### src/ldstPkg.sv
// Shared types for the vector load/store path
// Data and address words, request and load-result structs, opcode and FSM enums

package ldstPkg;

	//////////////////////////////////////////////////
	// Basic words

	typedef logic [31:0]	data_t;				// Memory data word
	typedef logic [15:0]	address_t;			// Word address, stride, length
	typedef logic [3:0]		tag_t;				// Token tag

	//////////////////////////////////////////////////
	// Enums

	typedef enum logic {
		opLoad,									// Read elements back
		opStore									// Write fill to elements
	} accessOp_t;

	typedef enum logic {
		genIdle,								// Waiting for a head request
		genRun									// Walking elements
	} genState_t;

	//////////////////////////////////////////////////
	// Structs

	// One strided access request as it sits in the queue
	typedef struct packed {
		accessOp_t		op;						// Load or store
		address_t		base;					// First element address
		address_t		stride;					// Step between elements
		address_t		length;					// Element count
		data_t			fill;					// Store value
		tag_t			tag;					// Token tag
	} ldstReq_t;

	// One returned load element
	typedef struct packed {
		data_t			data;					// Word read from memory
		tag_t			tag;					// Owning request tag
		logic			last;					// Final element of request
	} loadResult_t;

endpackage
### src/strideAddrGen.sv
// Strided address generator
// Walks one request over memory, returns load words and signals completion

`timescale 1ns/1ps

module strideAddrGen #(
	parameter int MEM_WORDS	= 256
)(
	input										clock,
	input										rst,
	input										hold,		// Pause element issue
	input										headValid,
	input	ldstPkg::ldstReq_t					head,
	input	ldstPkg::data_t						memRData,	// Read data, one cycle late
	output	logic								grant,		// Pops queue head
	output	logic								memEn,
	output	logic								memWe,
	output	logic [$clog2(MEM_WORDS)-1:0]		memAddr,
	output	ldstPkg::data_t						memWData,
	output	logic								loadValid,
	output	ldstPkg::loadResult_t				loadResult,
	output	logic								done,		// End of request
	output	ldstPkg::tag_t						doneTag
);

	localparam int AW	= $clog2(MEM_WORDS);

	//////////////////////////////////////////////////
	// Request state

	ldstPkg::genState_t		state;
	ldstPkg::accessOp_t		curOp;					// Latched opcode
	logic [AW-1:0]			curAddr;				// Element address, wraps
	logic [AW-1:0]			curStride;
	ldstPkg::address_t		remain;					// Elements left to issue
	ldstPkg::data_t			curFill;
	ldstPkg::tag_t			curTag;

	logic					issue;
	logic					lastIssue;

	// Read return alignment
	logic					rdPending;
	ldstPkg::tag_t			rdTag;
	logic					rdLast;

	assign grant		= (state == ldstPkg::genIdle) & headValid;
	assign issue		= (state == ldstPkg::genRun) & ~hold;	// Run always has work left
	assign lastIssue	= issue & (remain == ldstPkg::address_t'(1));

	//////////////////////////////////////////////////
	// FSM and control

	always_ff @(posedge clock) begin
		if (rst) begin
			state		<= ldstPkg::genIdle;
			rdPending	<= 1'b0;
			done		<= 1'b0;
		end else begin
			rdPending	<= issue & (curOp == ldstPkg::opLoad);
			done		<= (grant & (head.length == '0)) | lastIssue;	// Cycle after last access
			case (state)
				ldstPkg::genIdle: begin
					if (grant && head.length != '0) begin
						state	<= ldstPkg::genRun;
					end
				end
				ldstPkg::genRun: begin
					if (lastIssue) begin
						state	<= ldstPkg::genIdle;	// Idle while done shows
					end
				end
				default: state <= ldstPkg::genIdle;
			endcase
		end
	end

	//////////////////////////////////////////////////
	// Payload registers

	always_ff @(posedge clock) begin
		if (grant) begin
			curOp		<= head.op;
			curAddr		<= head.base[AW-1:0];
			curStride	<= head.stride[AW-1:0];
			remain		<= head.length;
			curFill		<= head.fill;
			curTag		<= head.tag;
		end else if (issue) begin
			curAddr		<= curAddr + curStride;		// Modulo MEM_WORDS
			remain		<= remain - 1'b1;
		end
		if (issue) begin
			rdTag		<= curTag;
			rdLast		<= lastIssue;
		end
		if (grant & (head.length == '0)) begin
			doneTag		<= head.tag;				// Empty request
		end else if (lastIssue) begin
			doneTag		<= curTag;
		end
	end

	//////////////////////////////////////////////////
	// Outputs

	assign memEn		= issue;
	assign memWe		= issue & (curOp == ldstPkg::opStore);
	assign memAddr		= curAddr;
	assign memWData		= curFill;

	assign loadValid			= rdPending;
	assign loadResult.data		= memRData;
	assign loadResult.tag		= rdTag;
	assign loadResult.last		= rdLast;

endmodule

### config.mk
export PLATFORM = sky130hd
export DESIGN_NAME = strideAddrGen
export DESIGN_NICKNAME = d
export VERILOG_FILES = /design/src/ldstPkg.sv /design/src/strideAddrGen.sv
export SDC_FILE = /design/constraint.sdc
export NUM_CORES = 1
export LEC_CHECK = 0
export BUFFER_PORTS_ARGS = -buffer_cell sky130_fd_sc_hd__buf_2
export CAP_MARGIN = 20
export CORE_ASPECT_RATIO = 0.5
export CORE_UTILIZATION = 30
export CTS_CLUSTER_SIZE = 24
export DETAILED_ROUTE_END_ITERATION = 12
export MAX_ROUTING_LAYER = met4
export PLACE_DENSITY = 0.58
export SLEW_MARGIN = 30
export SYNTH_ARGS = -nofsm -noshare
export SYNTH_HDL_FRONTEND = slang
export SYNTH_SLANG_ARGS = --single-unit
export TNS_END_PERCENT = 30
### constraint.sdc
create_clock -name clock -period 3.05 [get_ports clock]
set_input_delay 0.1525 -clock clock [delete_from_list [all_inputs] [get_ports clock]]
set_output_delay 0.1525 -clock clock [all_outputs]
set_load 0.02 [all_outputs]
==> metrics.md <==
| Metric | Value |
|---|---|
| Worst reg2reg path startpoint | `memAddr[0]` |
| Final cycle utilization of the critical path | `0.6540` |
| Fmax | `501.3 MHz` |
| Crit path buffers/inverters | `3` |
| Total gr overflow | `0` |
| Fin nets | `between 500 and 600` |
| Synth warnings | `0` |
| Slew HR | `0.5821` |
| Reg2Reg Depth | `8` |
| Final HPWL DP | `5854 µm` |
| Cell area power density | `580.0 nW/µm²` |
| Max-capacitance violation count | `0` |
| First-pass GRT wire length | `12610 µm` |
| Post-synthesis cell area | `approximately 3600 µm²` |
| IO Count | `207` |
| Hold Vio Cnt, Final | `0` |
| Min-delay src | `head[28]` |
| DP Worst Slack | `1.102 ns` |
| Yosys reg bits | `81` |
| Row cnt | `28` |
| Leak pwr | `1.961 nW` |
| Clock H-tree levels | `3` |
| Crit path capture type | `output port` |
| Setup Skew | `about 0.0075 ns` |
| Setup WS post-layout | `1.055 ns` |
| # fillers | `1148` |
| Detailed-route wire length per cell | `14.48 µm` |
| Tot GR Track Use | `0.1365` |
| Die ar. | `12630 µm²` |
| Syn_nets | `396` |
| Final setup violating endpoints | `0` |
| Routed Antenna Nets | `0` |
| Worst-Skew Late Latency | `0.33 ns` |
| Min Tclk post-route | `1.995 ns` |
| Setup TNS | `0 ns` |
| Clk sinks | `81` |
| Worst-Margin Slew | `0.6259 ns` |
| CP Launch Type | `register` |
| Clock transition at path regs | `~0.060 ns` |
| CTS tree | `yes` |
| Worst path top cell family by delay | `buffers and inverters` |
| Postcts setup bufs | `0` |
| First drt pass iteration count | `4` |
| Worst R2R Setup Slack | `1.11 ns` |
| Antenna violations before repair | `1` |
| GP Congestion | `0.7821` |
| Maximum VDD drop | `244.5 µV` |
| Slowest cell on the critical path | `inv_2` |
| Max clock buf depth | `2` |
| DR DRC count | `0` |
| R2R Path End | `memAddr[6]` |
| Die Ht | `79.98 µm` |
| CP max FO | `42` |
| Hold path endpoint | `memWData[24]` |
| Min-Delay Path Class | `in2reg` |
| CP max stage delay | `0.47 ns` |
| Unique masters post-synth | `42` |
| Gate Count Post-Synth | `roughly 270` |
| Vias in the first global route | `around 2600` |
| Post-synthesis sequential area ratio | `0.6584` |
| Pin count of the biggest net entering global routing | `43` |
| Root Driver | `clkbuf_16` |
| Via Count | `2459` |
| Initial Utilization | `0.3081` |
| Share of cells above drive strength 1 | `0.3893` |
| Die width | `158.0 µm` |
| Max Slew Vio Count | `0` |
| Critical path type | `reg2out` |
| RSZ-0062 raised after global routing | `no` |
| P&R area growth vs syn | `34.91%` |
| WL final | `approximately 8400 µm` |
| Async set or reset register ratio after synthesis | `0` |
| Vias/cell | `between 4 and 5` |
| Starting DRT DRC Count | `90` |
| Worst Path Arrival | `between 1.5 and 2 ns` |
| Core ar. | `about 12000 µm²` |
| Number of synthesized flops with an enable pin | `78` |
| Resized cells post-CTS | `0` |
| CTS buffer count | `9` |
| Min-Delay Path Depth | `1` |
| CP required | `2.90 ns` |
| Mean post-synth cell area | `13.77 µm²` |
| Main synth FF type | `edfxtp_1` |
| Port bufs | `126` |
| CP Cell Sequence | `nand2b_1 > inv_2 > buf_12 > buf_2` |
| Status | `completed` |
report_power, final:
group          switching, mW  internal [mW]  total (mW)
sequential            0.0508           1.34        1.39
clock                  0.418          0.570       0.989
combinational          0.264          0.211       0.475
timing repair:
| action | 4_1_cts | 5_1_grt |
|---|---|---|
| hold endpoints to repair | 39 | 0 |
| setup endpoints to repair | 0 | 0 |
| hold buffers | 39 | 0 |
worst max path at each step:
stage | from | to | slack [ns] | cells past startpoint
final | state | grant | 1.06 | 4
after global placement | head[50] | doneTag[0] | 1.14 | 5
after detailed placement | head[50] | doneTag[0] | 1.10 | 5
after CTS | state | grant | 1.00 | 4
after global routing | state | grant | 0.91 | 4
after floorplan | state | curOp | 0.39 | 3
cells in the mapped netlist (4+ instances only):
master / instances / share of area
edfxtp_1: 78 / 0.64
xor2_1: 6 / 0.014
nand2_1: 22 / 0.023
mux2_2: 4 / 0.012
inv_1: 8 / 0.0082
o21ai_0: 6 / 0.0082
nor4_1: 4 / 0.0069
ha_1: 9 / 0.031
xnor2_1: 11 / 0.026
a21oi_1: 10 / 0.014
clkbuf_1: 5 / 0.0051
nor2_1: 17 / 0.017
buf_4: 33 / 0.068
o21ai_1: 5 / 0.0069
cell type report:
| cell class | instances | area [µm²] | area share |
|---|---|---|---|
| inverter | 8 | 30.03 | 0.006101 |
| timing repair buffer | 168 | 1056 | 0.2145 |
| clock inverter | 5 | 32.53 | 0.006609 |
| tap | 165 | 206.4 | 0.04194 |
| clock buffer | 11 | 242.7 | 0.04931 |
| multi-input combinational | 138 | 949.7 | 0.1929 |
| sequential | 81 | 2402 | 0.4881 |
| antenna | 1 | 2.502 | 0.0005084 |
cell families (layout without fill, tap and decap cells):
logic type,after synthesis,in the layout,share of synthesized area
flops,81,81,0.6584
simple gates,69,69,0.1063
buf+inv,46,192,0.08128
compound gates,38,38,0.06447
xor+xnor,17,17,0.04081
fa+ha+maj,10,10,0.03635
mux,4,4,0.01234
other cells,0,1,0
sequential cells by signal, indices dropped and copies added (netlist names):
name and flops:
curOp 1, curStride 8, curTag 4, done 1, doneTag 4, loadValid 1, memAddr 8, memWData 32
rdLast 1, rdTag 4, remain 16, state 1
layer usage:
layer	global-route usage	share of wire	vias to the layer above
met5	-	0	-
met4	0.08654	0.045	0
met1	0.1489	0.41	1140
met3	0.03583	0.046	55
met2	0.2251	0.50	46
li1	-	-	1218
through the flow:
stage / cell area [µm²] / hold slack [ns] / utilization / power [mW] / std cells
6_report: 4922 / 0.01259 / 0.4157 / 2.855 / 577
3_3_place_gp: 4254 / 0.3052 / 0.3593 / 1.847 / 521
4_1_cts: 4920 / 0.001061 / 0.4155 / 2.898 / 576
2_1_floorplan: 3649 / 0.2249 / - / 1.757 / 265
3_5_place_dp: 4254 / 0.3052 / 0.3593 / 1.856 / 521
5_1_grt: 4922 / 0.0004796 / 0.4157 / 2.988 / 577
worst reg2reg max path, stage by stage (launching register included):
cell and delay (ns):
edfxtp_1 0.38, ha_1 0.22, inv_1 0.07, fa_1 0.20
nor2b_1 0.07, o31a_1 0.27, o21a_1 0.19, o21a_1 0.17
o31ai_1 0.21
cells in the final DEF (no fill, tap or decap), types with 2 or more instances in the layout:
cell / count
xnor2_1: 11
dlygate4sd3_1: 39
clkbuf_16: 9
o21ai_0: 6
dfxtp_1: 3
clkinvlp_4: 3
ha_1: 9
nor4_4: 2
a31oi_1: 3
nor2_2: 2
nand3_1: 3
nor3_1: 3
o21ai_1: 5
inv_1: 7
o21ai_2: 3
nand4_1: 3
buf_2: 126
nand2b_1: 2
clkinv_2: 2
nand2_1: 22
a21oi_1: 10
o31ai_1: 2
mux2_2: 4
edfxtp_1: 78
a21o_1: 2
nor4_1: 4
nor2_1: 17
buf_4: 2
o21a_1: 3
xor2_1: 6
Note: power is estimated with default switching activity, not from simulation.
