===== src/ldstPkg.sv =====
// Shared types for the vector load/store path
// Data and address words, request and load-result structs, opcode and FSM enums

package ldstPkg;

	//////////////////////////////////////////////////
	// Basic words

	typedef logic [31:0]	data_t;				// Memory data word
	typedef logic [15:0]	address_t;			// Word address, stride, length
	typedef logic [3:0]		tag_t;				// Token tag

	//////////////////////////////////////////////////
	// Enums

	typedef enum logic {
		opLoad,									// Read elements back
		opStore									// Write fill to elements
	} accessOp_t;

	typedef enum logic {
		genIdle,								// Waiting for a head request
		genRun									// Walking elements
	} genState_t;

	//////////////////////////////////////////////////
	// Structs

	// One strided access request as it sits in the queue
	typedef struct packed {
		accessOp_t		op;						// Load or store
		address_t		base;					// First element address
		address_t		stride;					// Step between elements
		address_t		length;					// Element count
		data_t			fill;					// Store value
		tag_t			tag;					// Token tag
	} ldstReq_t;

	// One returned load element
	typedef struct packed {
		data_t			data;					// Word read from memory
		tag_t			tag;					// Owning request tag
		logic			last;					// Final element of request
	} loadResult_t;

endpackage

===== src/ldstTokenQueue.sv =====
// Load/store request queue
// Ring-buffered request storage presenting the oldest entry to the generator

`timescale 1ns/1ps

module ldstTokenQueue #(
	parameter int DEPTH_BUFF	= 8
)(
	input						clock,
	input						rst,
	input						hold,				// Masks head toward generator
	input						reqValid,			// Incoming request strobe
	input	ldstPkg::ldstReq_t	req,				// Incoming request
	input						grant,				// Pops the head
	output	logic				headValid,			// Head may be taken
	output	ldstPkg::ldstReq_t	head,				// Oldest request
	output	logic				stall,				// Queue full, source must hold
	output	logic				empty				// Nothing buffered
);

	localparam int WIDTH_BUFF	= $clog2(DEPTH_BUFF);

	//////////////////////////////////////////////////
	// Storage

	ldstPkg::ldstReq_t			buff [DEPTH_BUFF];	// Request slots, no reset

	logic						we;
	logic						re;
	logic [WIDTH_BUFF-1:0]		wPtr;
	logic [WIDTH_BUFF-1:0]		rPtr;
	logic						full;

	assign we	= reqValid & ~full;					// Lost if full
	assign re	= grant;							// Generator only grants a valid head

	always_ff @(posedge clock) begin
		if (we) begin
			buff[wPtr]	<= req;
		end
	end

	//////////////////////////////////////////////////
	// Outputs

	assign head			= buff[rPtr];
	assign headValid	= ~empty & ~hold;
	assign stall		= full;

	ringBuffCtrl #(
		.NUM_ENTRY	(DEPTH_BUFF)
	) ringBuffCtrl_inst (
		.clock		(clock),
		.rst		(rst),
		.we			(we),
		.re			(re),
		.wAddr		(wPtr),
		.rAddr		(rPtr),
		.full		(full),
		.empty		(empty),
		.num		()
	);

	//////////////////////////////////////////////////
	// Checks

	// Generator may only pop a presented head
	assert property (@(posedge clock) disable iff (rst) grant |-> headValid)
		else $error("ldstTokenQueue: grant without valid head");

endmodule


===== src/ringBuffCtrl.sv =====
// Ring buffer pointer control
// Read/write pointers, occupancy count, full and empty flags

`timescale 1ns/1ps

module ringBuffCtrl #(
	parameter int NUM_ENTRY	= 8
)(
	input									clock,
	input									rst,
	input									we,			// Push one entry
	input									re,			// Pop one entry
	output	logic [$clog2(NUM_ENTRY)-1:0]	wAddr,		// Next slot to write
	output	logic [$clog2(NUM_ENTRY)-1:0]	rAddr,		// Oldest slot
	output	logic							full,
	output	logic							empty,
	output	logic [$clog2(NUM_ENTRY):0]		num			// Occupancy
);

	localparam int WIDTH	= $clog2(NUM_ENTRY);

	//////////////////////////////////////////////////
	// Pointers and counter

	always_ff @(posedge clock) begin
		if (rst) begin
			wAddr	<= '0;
			rAddr	<= '0;
			num		<= '0;
		end else begin
			if (we) begin
				wAddr	<= wAddr + 1'b1;			// Wraps at power of two
			end
			if (re) begin
				rAddr	<= rAddr + 1'b1;
			end
			case ({we, re})
				2'b10:		num <= num + 1'b1;
				2'b01:		num <= num - 1'b1;
				default:	num <= num;				// Both or neither
			endcase
		end
	end

	assign full		= (num == (WIDTH + 1)'(NUM_ENTRY));
	assign empty	= (num == '0);

	//////////////////////////////////////////////////
	// Checks on the callers

	// Writer must respect full
	assert property (@(posedge clock) disable iff (rst) we |-> !full)
		else $error("ringBuffCtrl: push while full");

	// Reader must respect empty
	assert property (@(posedge clock) disable iff (rst) re |-> !empty)
		else $error("ringBuffCtrl: pop while empty");

endmodule


===== config.mk =====
export PLATFORM = sky130hd
export DESIGN_NAME = ldstTokenQueue
export DESIGN_NICKNAME = d
export VERILOG_FILES = /design/src/ldstPkg.sv /design/src/ldstTokenQueue.sv /design/src/ringBuffCtrl.sv
export SDC_FILE = /design/constraint.sdc
export NUM_CORES = 1
export LEC_CHECK = 0
export BUFFER_PORTS_ARGS = -buffer_cell sky130_fd_sc_hd__buf_4
export CAP_MARGIN = 5
export CORE_UTILIZATION = 35
export CTS_BUF_LIST = sky130_fd_sc_hd__clkbuf_16
export CTS_CLUSTER_SIZE = 28
export DETAILED_ROUTE_END_ITERATION = 10
export GPL_TIMING_DRIVEN = 0
export PLACE_DENSITY = 0.58
export SYNTH_ARGS = -nofsm -noshare
export SYNTH_HDL_FRONTEND = slang
export SYNTH_SLANG_ARGS = --single-unit

===== constraint.sdc =====
create_clock -name clock -period 29.4 [get_ports clock]
set_input_delay 4.41 -clock clock [delete_from_list [all_inputs] [get_ports clock]]
set_output_delay 4.41 -clock clock [all_outputs]
set_load 0.01 [all_outputs]

==> Implementation_results.wiki <==
{| class="wikitable"
! Metric !! Value
|-
| Outcome || complete, no violations
|-
| Number of placed cells counting well taps || roughly 2300
|-
| FF/Latch Area || roughly 0.021 mm^2
|-
| Pwr/cell area || just over 70 mW/mm^2
|-
| NetSw || between 0.0004 and 0.0005 W
|-
| Clk Tree Root Cell || clkbuf_16
|-
| Post-CTS Setup Bufs || 0
|-
| Post-synthesis instance area || between 0.02 and 0.03 mm^2
|-
| Area contributors post-synth || edfxtp_1 (78%), mux4_2 (15%), mux2_2 (3.7%)
|-
| Library cell occupying the most area in the post-synthesis netlist || edfxtp_1
|-
| Global-route wire length before repair || between 80000 and 90000 um
|-
| Yosys Warn Count || 0
|-
| Filler instances || 6266
|-
| Data required time of the worst path || roughly 25000 ps
|-
| Starting density of the core || 35.57%
|-
| Router iterations before antenna repair || 7
|-
| Worst slew margin relative to its limit || 33.67%
|-
| TritonCTS clock tree || built
|-
| IO buf count || between 150 and 200
|-
| Clock insertion delay at the later pin of the skew report || 590 ps
|-
| Most used DFF post-synth || edfxtp_1
|-
| Core Region || ~0.073 mm^2
|-
| Area share of the leading cell type in the synthesized netlist || around four fifths
|-
| Max Fclk || 0.1093 GHz
|-
| Path category of the worst min-delay check || flip-flop to flip-flop
|-
| Num rows || between 90 and 100
|-
| Sequential Power Share || between 40% and 50%
|-
| Share of power burned in combinational logic || a little over a tenth
|-
| Reported leakage power || ~10 nW
|-
| Final Wtd Congestion || about 0.7
|-
| Reg-to-reg endpoint || buff[4][55]$_DFFE_PP_
|-
| Total gr overflow || 0
|-
| Number of nets with antenna violations after routing || 0
|-
| Total routing usage reported by global routing || 15.04%
|-
| First-iteration detailed-routing DRC count || 758
|-
| Async set-reset flop share out of synthesis || 0%
|-
| Cell Count, Final, Fillers Out || ~2400
|-
| RSZ-0062 raised after global routing || no
|-
| Count of boundary I/O pins || about 180
|-
| Total area of multi-input combinational cells || roughly 0.0052 mm^2
|-
| Seq/Total Area, Yosys || between 70% and 80%
|-
| Clock tree buffer depth || 3
|-
| Largest net degree at the start of global routing || 24
|-
| FF-to-FF setup slack || roughly 26000 ps
|-
| Worst-Margin Slew || between 900 and 1000 ps
|-
| Max-Cap Viols || 0
|-
| Vert. Die Dim || 275.2 um
|-
| Setup TNS after final layout || 0 ps
|-
| Syn Nets || ~1200
|-
| Clock sinks || roughly 690
|-
| Count of cells along the worst register-to-register path || 10
|-
| Power share of the clock group || ~39%
|-
| Net switching fraction of the power || between 20% and 30%
|-
| Post-detailed-routing wire length || approximately 56000 um
|-
| #FFs+latches synth || between 600 and 700
|-
| Commonest non-fill, non-tap cell in the layout || edfxtp_1
|-
| Post-synth EDFFs || slightly below 700
|-
| Fin. max-slew vios || 0
|-
| Worst supply voltage drop on vdd || 0.03576 mV
|-
| Via count of the first global-routing pass || 12720
|-
| Critical hold path startpoint || ringBuffCtrl_inst.rAddr[2]$_SDFFE_PP0P_
|-
| # H-tree levels || 3
|-
| Final count of negative-setup-slack endpoints || 0
|-
| Via density || 4.947
|-
| Post-route DRC || 0
|-
| Capturing element type of the critical path || output pin
|-
| Hold-critical path endpoint || ringBuffCtrl_inst.rAddr[2]$_SDFFE_PP0P_
|-
| Detailed-route wire length per cell || approximately 23 um
|-
| Internal power contribution || 0.001778 W
|-
| Antenna cell count || 0
|-
| Area added between synthesis and finish || 21.96%
|-
| Initial antenna violation count || 3
|-
| Average cell area after synthesis || 24.72 um^2
|-
| Count of hold-fix buffers inserted at cts || 0
|-
| Resized cells post-CTS || 0
|-
| Layout cell share with drive strength beyond 1 || between 40% and 50%
|-
| Count of distinct cell types in the synthesized netlist || 30
|-
| Clock transition at the register clock pins on the worst setup and hold paths after CTS || approximately 60 ps
|-
| Most used cells in the layout excluding fill and tap cells || edfxtp_1 (680), buf_4 (194), mux4_2 (170)
|-
| Horiz. Die Dim || ~280 um
|-
| Reg-to-Reg Start || ringBuffCtrl_inst.num[1]$_SDFFE_PP0P_
|-
| Number of nets at the end of the flow || about 1500
|-
| Maximum clock skew at final layout || about 12 ps
|-
| Number of standard cells after synthesis || approximately 1100
|-
| Max FO, Critical Path || 1
|-
| Share of the clock period used by the worst path || a little under a third
|-
| HPWL after detailed placement || between 30000 and 40000 um
|-
| Detailed-route via count || about 12000
|-
| Kind of start point of the critical path || input pin
|-
| Number of buffers added by the clock tree synthesis step || 75
|-
| Kind of critical path || input pin to output pin
|-
| Clock period minus final worst setup slack || 9149 ps
|-
| Die outline area || 0.07576 mm^2
|-
| Cell count of the worst hold path || 2
|-
| Signal arrival time at the worst endpoint || about 4700 ps
|-
| Hold violation count in the final report || 0
|}
==> sequential cells by signal, summed over array words and instances, names as in the netlist, named ones only <==
signal	flops
ringBuffCtrl_inst.num	4
buff	680
ringBuffCtrl_inst.wAddr	3
ringBuffCtrl_inst.rAddr	3
==> critical path, cell delays in order <==
cell    delay (ps)
buf_4          110
nor2_1         100
buf_4          130
==> area by class of cell <==
type	count	share of cell area [%]
Clock buffer	77	6.046
Timing Repair Buffer	245	6.741
Tap cell	959	3.765
Inverter	1	0.01178
Buffer	51	0.9148
Multi-Input combinational cell	312	16.33
Clock inverter	53	1.300
Sequential cell	693	64.89
==> Yosys cell counts, types with 4 or more instances <==
master and instances:
mux2_2 85, buf_1 7, nor3_1 4, nand2_1 4, xor2_1 6, nor2_1 13, mux4_2 170, edfxtp_1 680
clkbuf_1 19, buf_2 14, buf_6 11, ha_1 5, dfxtp_1 13
==> power groups by stage <==
| stage | Sequential [W] | Clock, W | Combinational (W) |
|---|---|---|---|
| floorplan | 0.00116 | 0 | 0.000132 |
| global placement | 0.00117 | 0 | 0.000232 |
| detailed placement | 0.00115 | 0 | 0.000247 |
| CTS | 0.00113 | 0.000921 | 0.000249 |
| global route | 0.00113 | 0.000953 | 0.000260 |
| finish | 0.00113 | 0.000894 | 0.000241 |
==> routing by layer <==
layer,track usage (%),part of all wire (%),vias up
li1,-,-,5175
met3,2.923,4.6,85
met4,4.493,1.9,6
met2,24.38,49,235
met5,0,0.066,-
met1,20.61,45,6327
==> cell families after synthesis <==
group                      synth area share, %
xor gates and xnor gates                0.2346
buffers and inverters                    1.130
and+or+nand+nor                         0.6799
DFF                                      79.14
adders and majority gates               0.2394
AOI/OAI and AO/OA                       0.1436
muxes                                    18.43
==> worst max path at each step <==
stage,startpoint,end,depth (start not counted)
finish,hold,headValid,3
CTS,hold,headValid,3
global route,hold,headValid,3
detailed placement,hold,headValid,3
global placement,reqValid,buff[0][57]$_DFFE_PP_,3
floorplan,reqValid,buff[0][0]$_DFFE_PP_,2
==> metrics by stage <==
step           util (%)  worst slack (ps)  hold WS, ps  power (W)  area (um^2)
6_report          43.39             20250        541.3   0.002268        31870
5_1_grt           43.39             20230        578.7   0.002348        31870
4_1_cts           43.39             20240        553.0   0.002302        31870
3_5_place_dp      40.20             20240        524.8   0.001401        29530
3_3_place_gp      39.02              6765        513.2   0.001401        28660
2_1_floorplan         -             16120        484.7   0.001291        26130
Note: power is estimated with default switching activity, not from simulation.
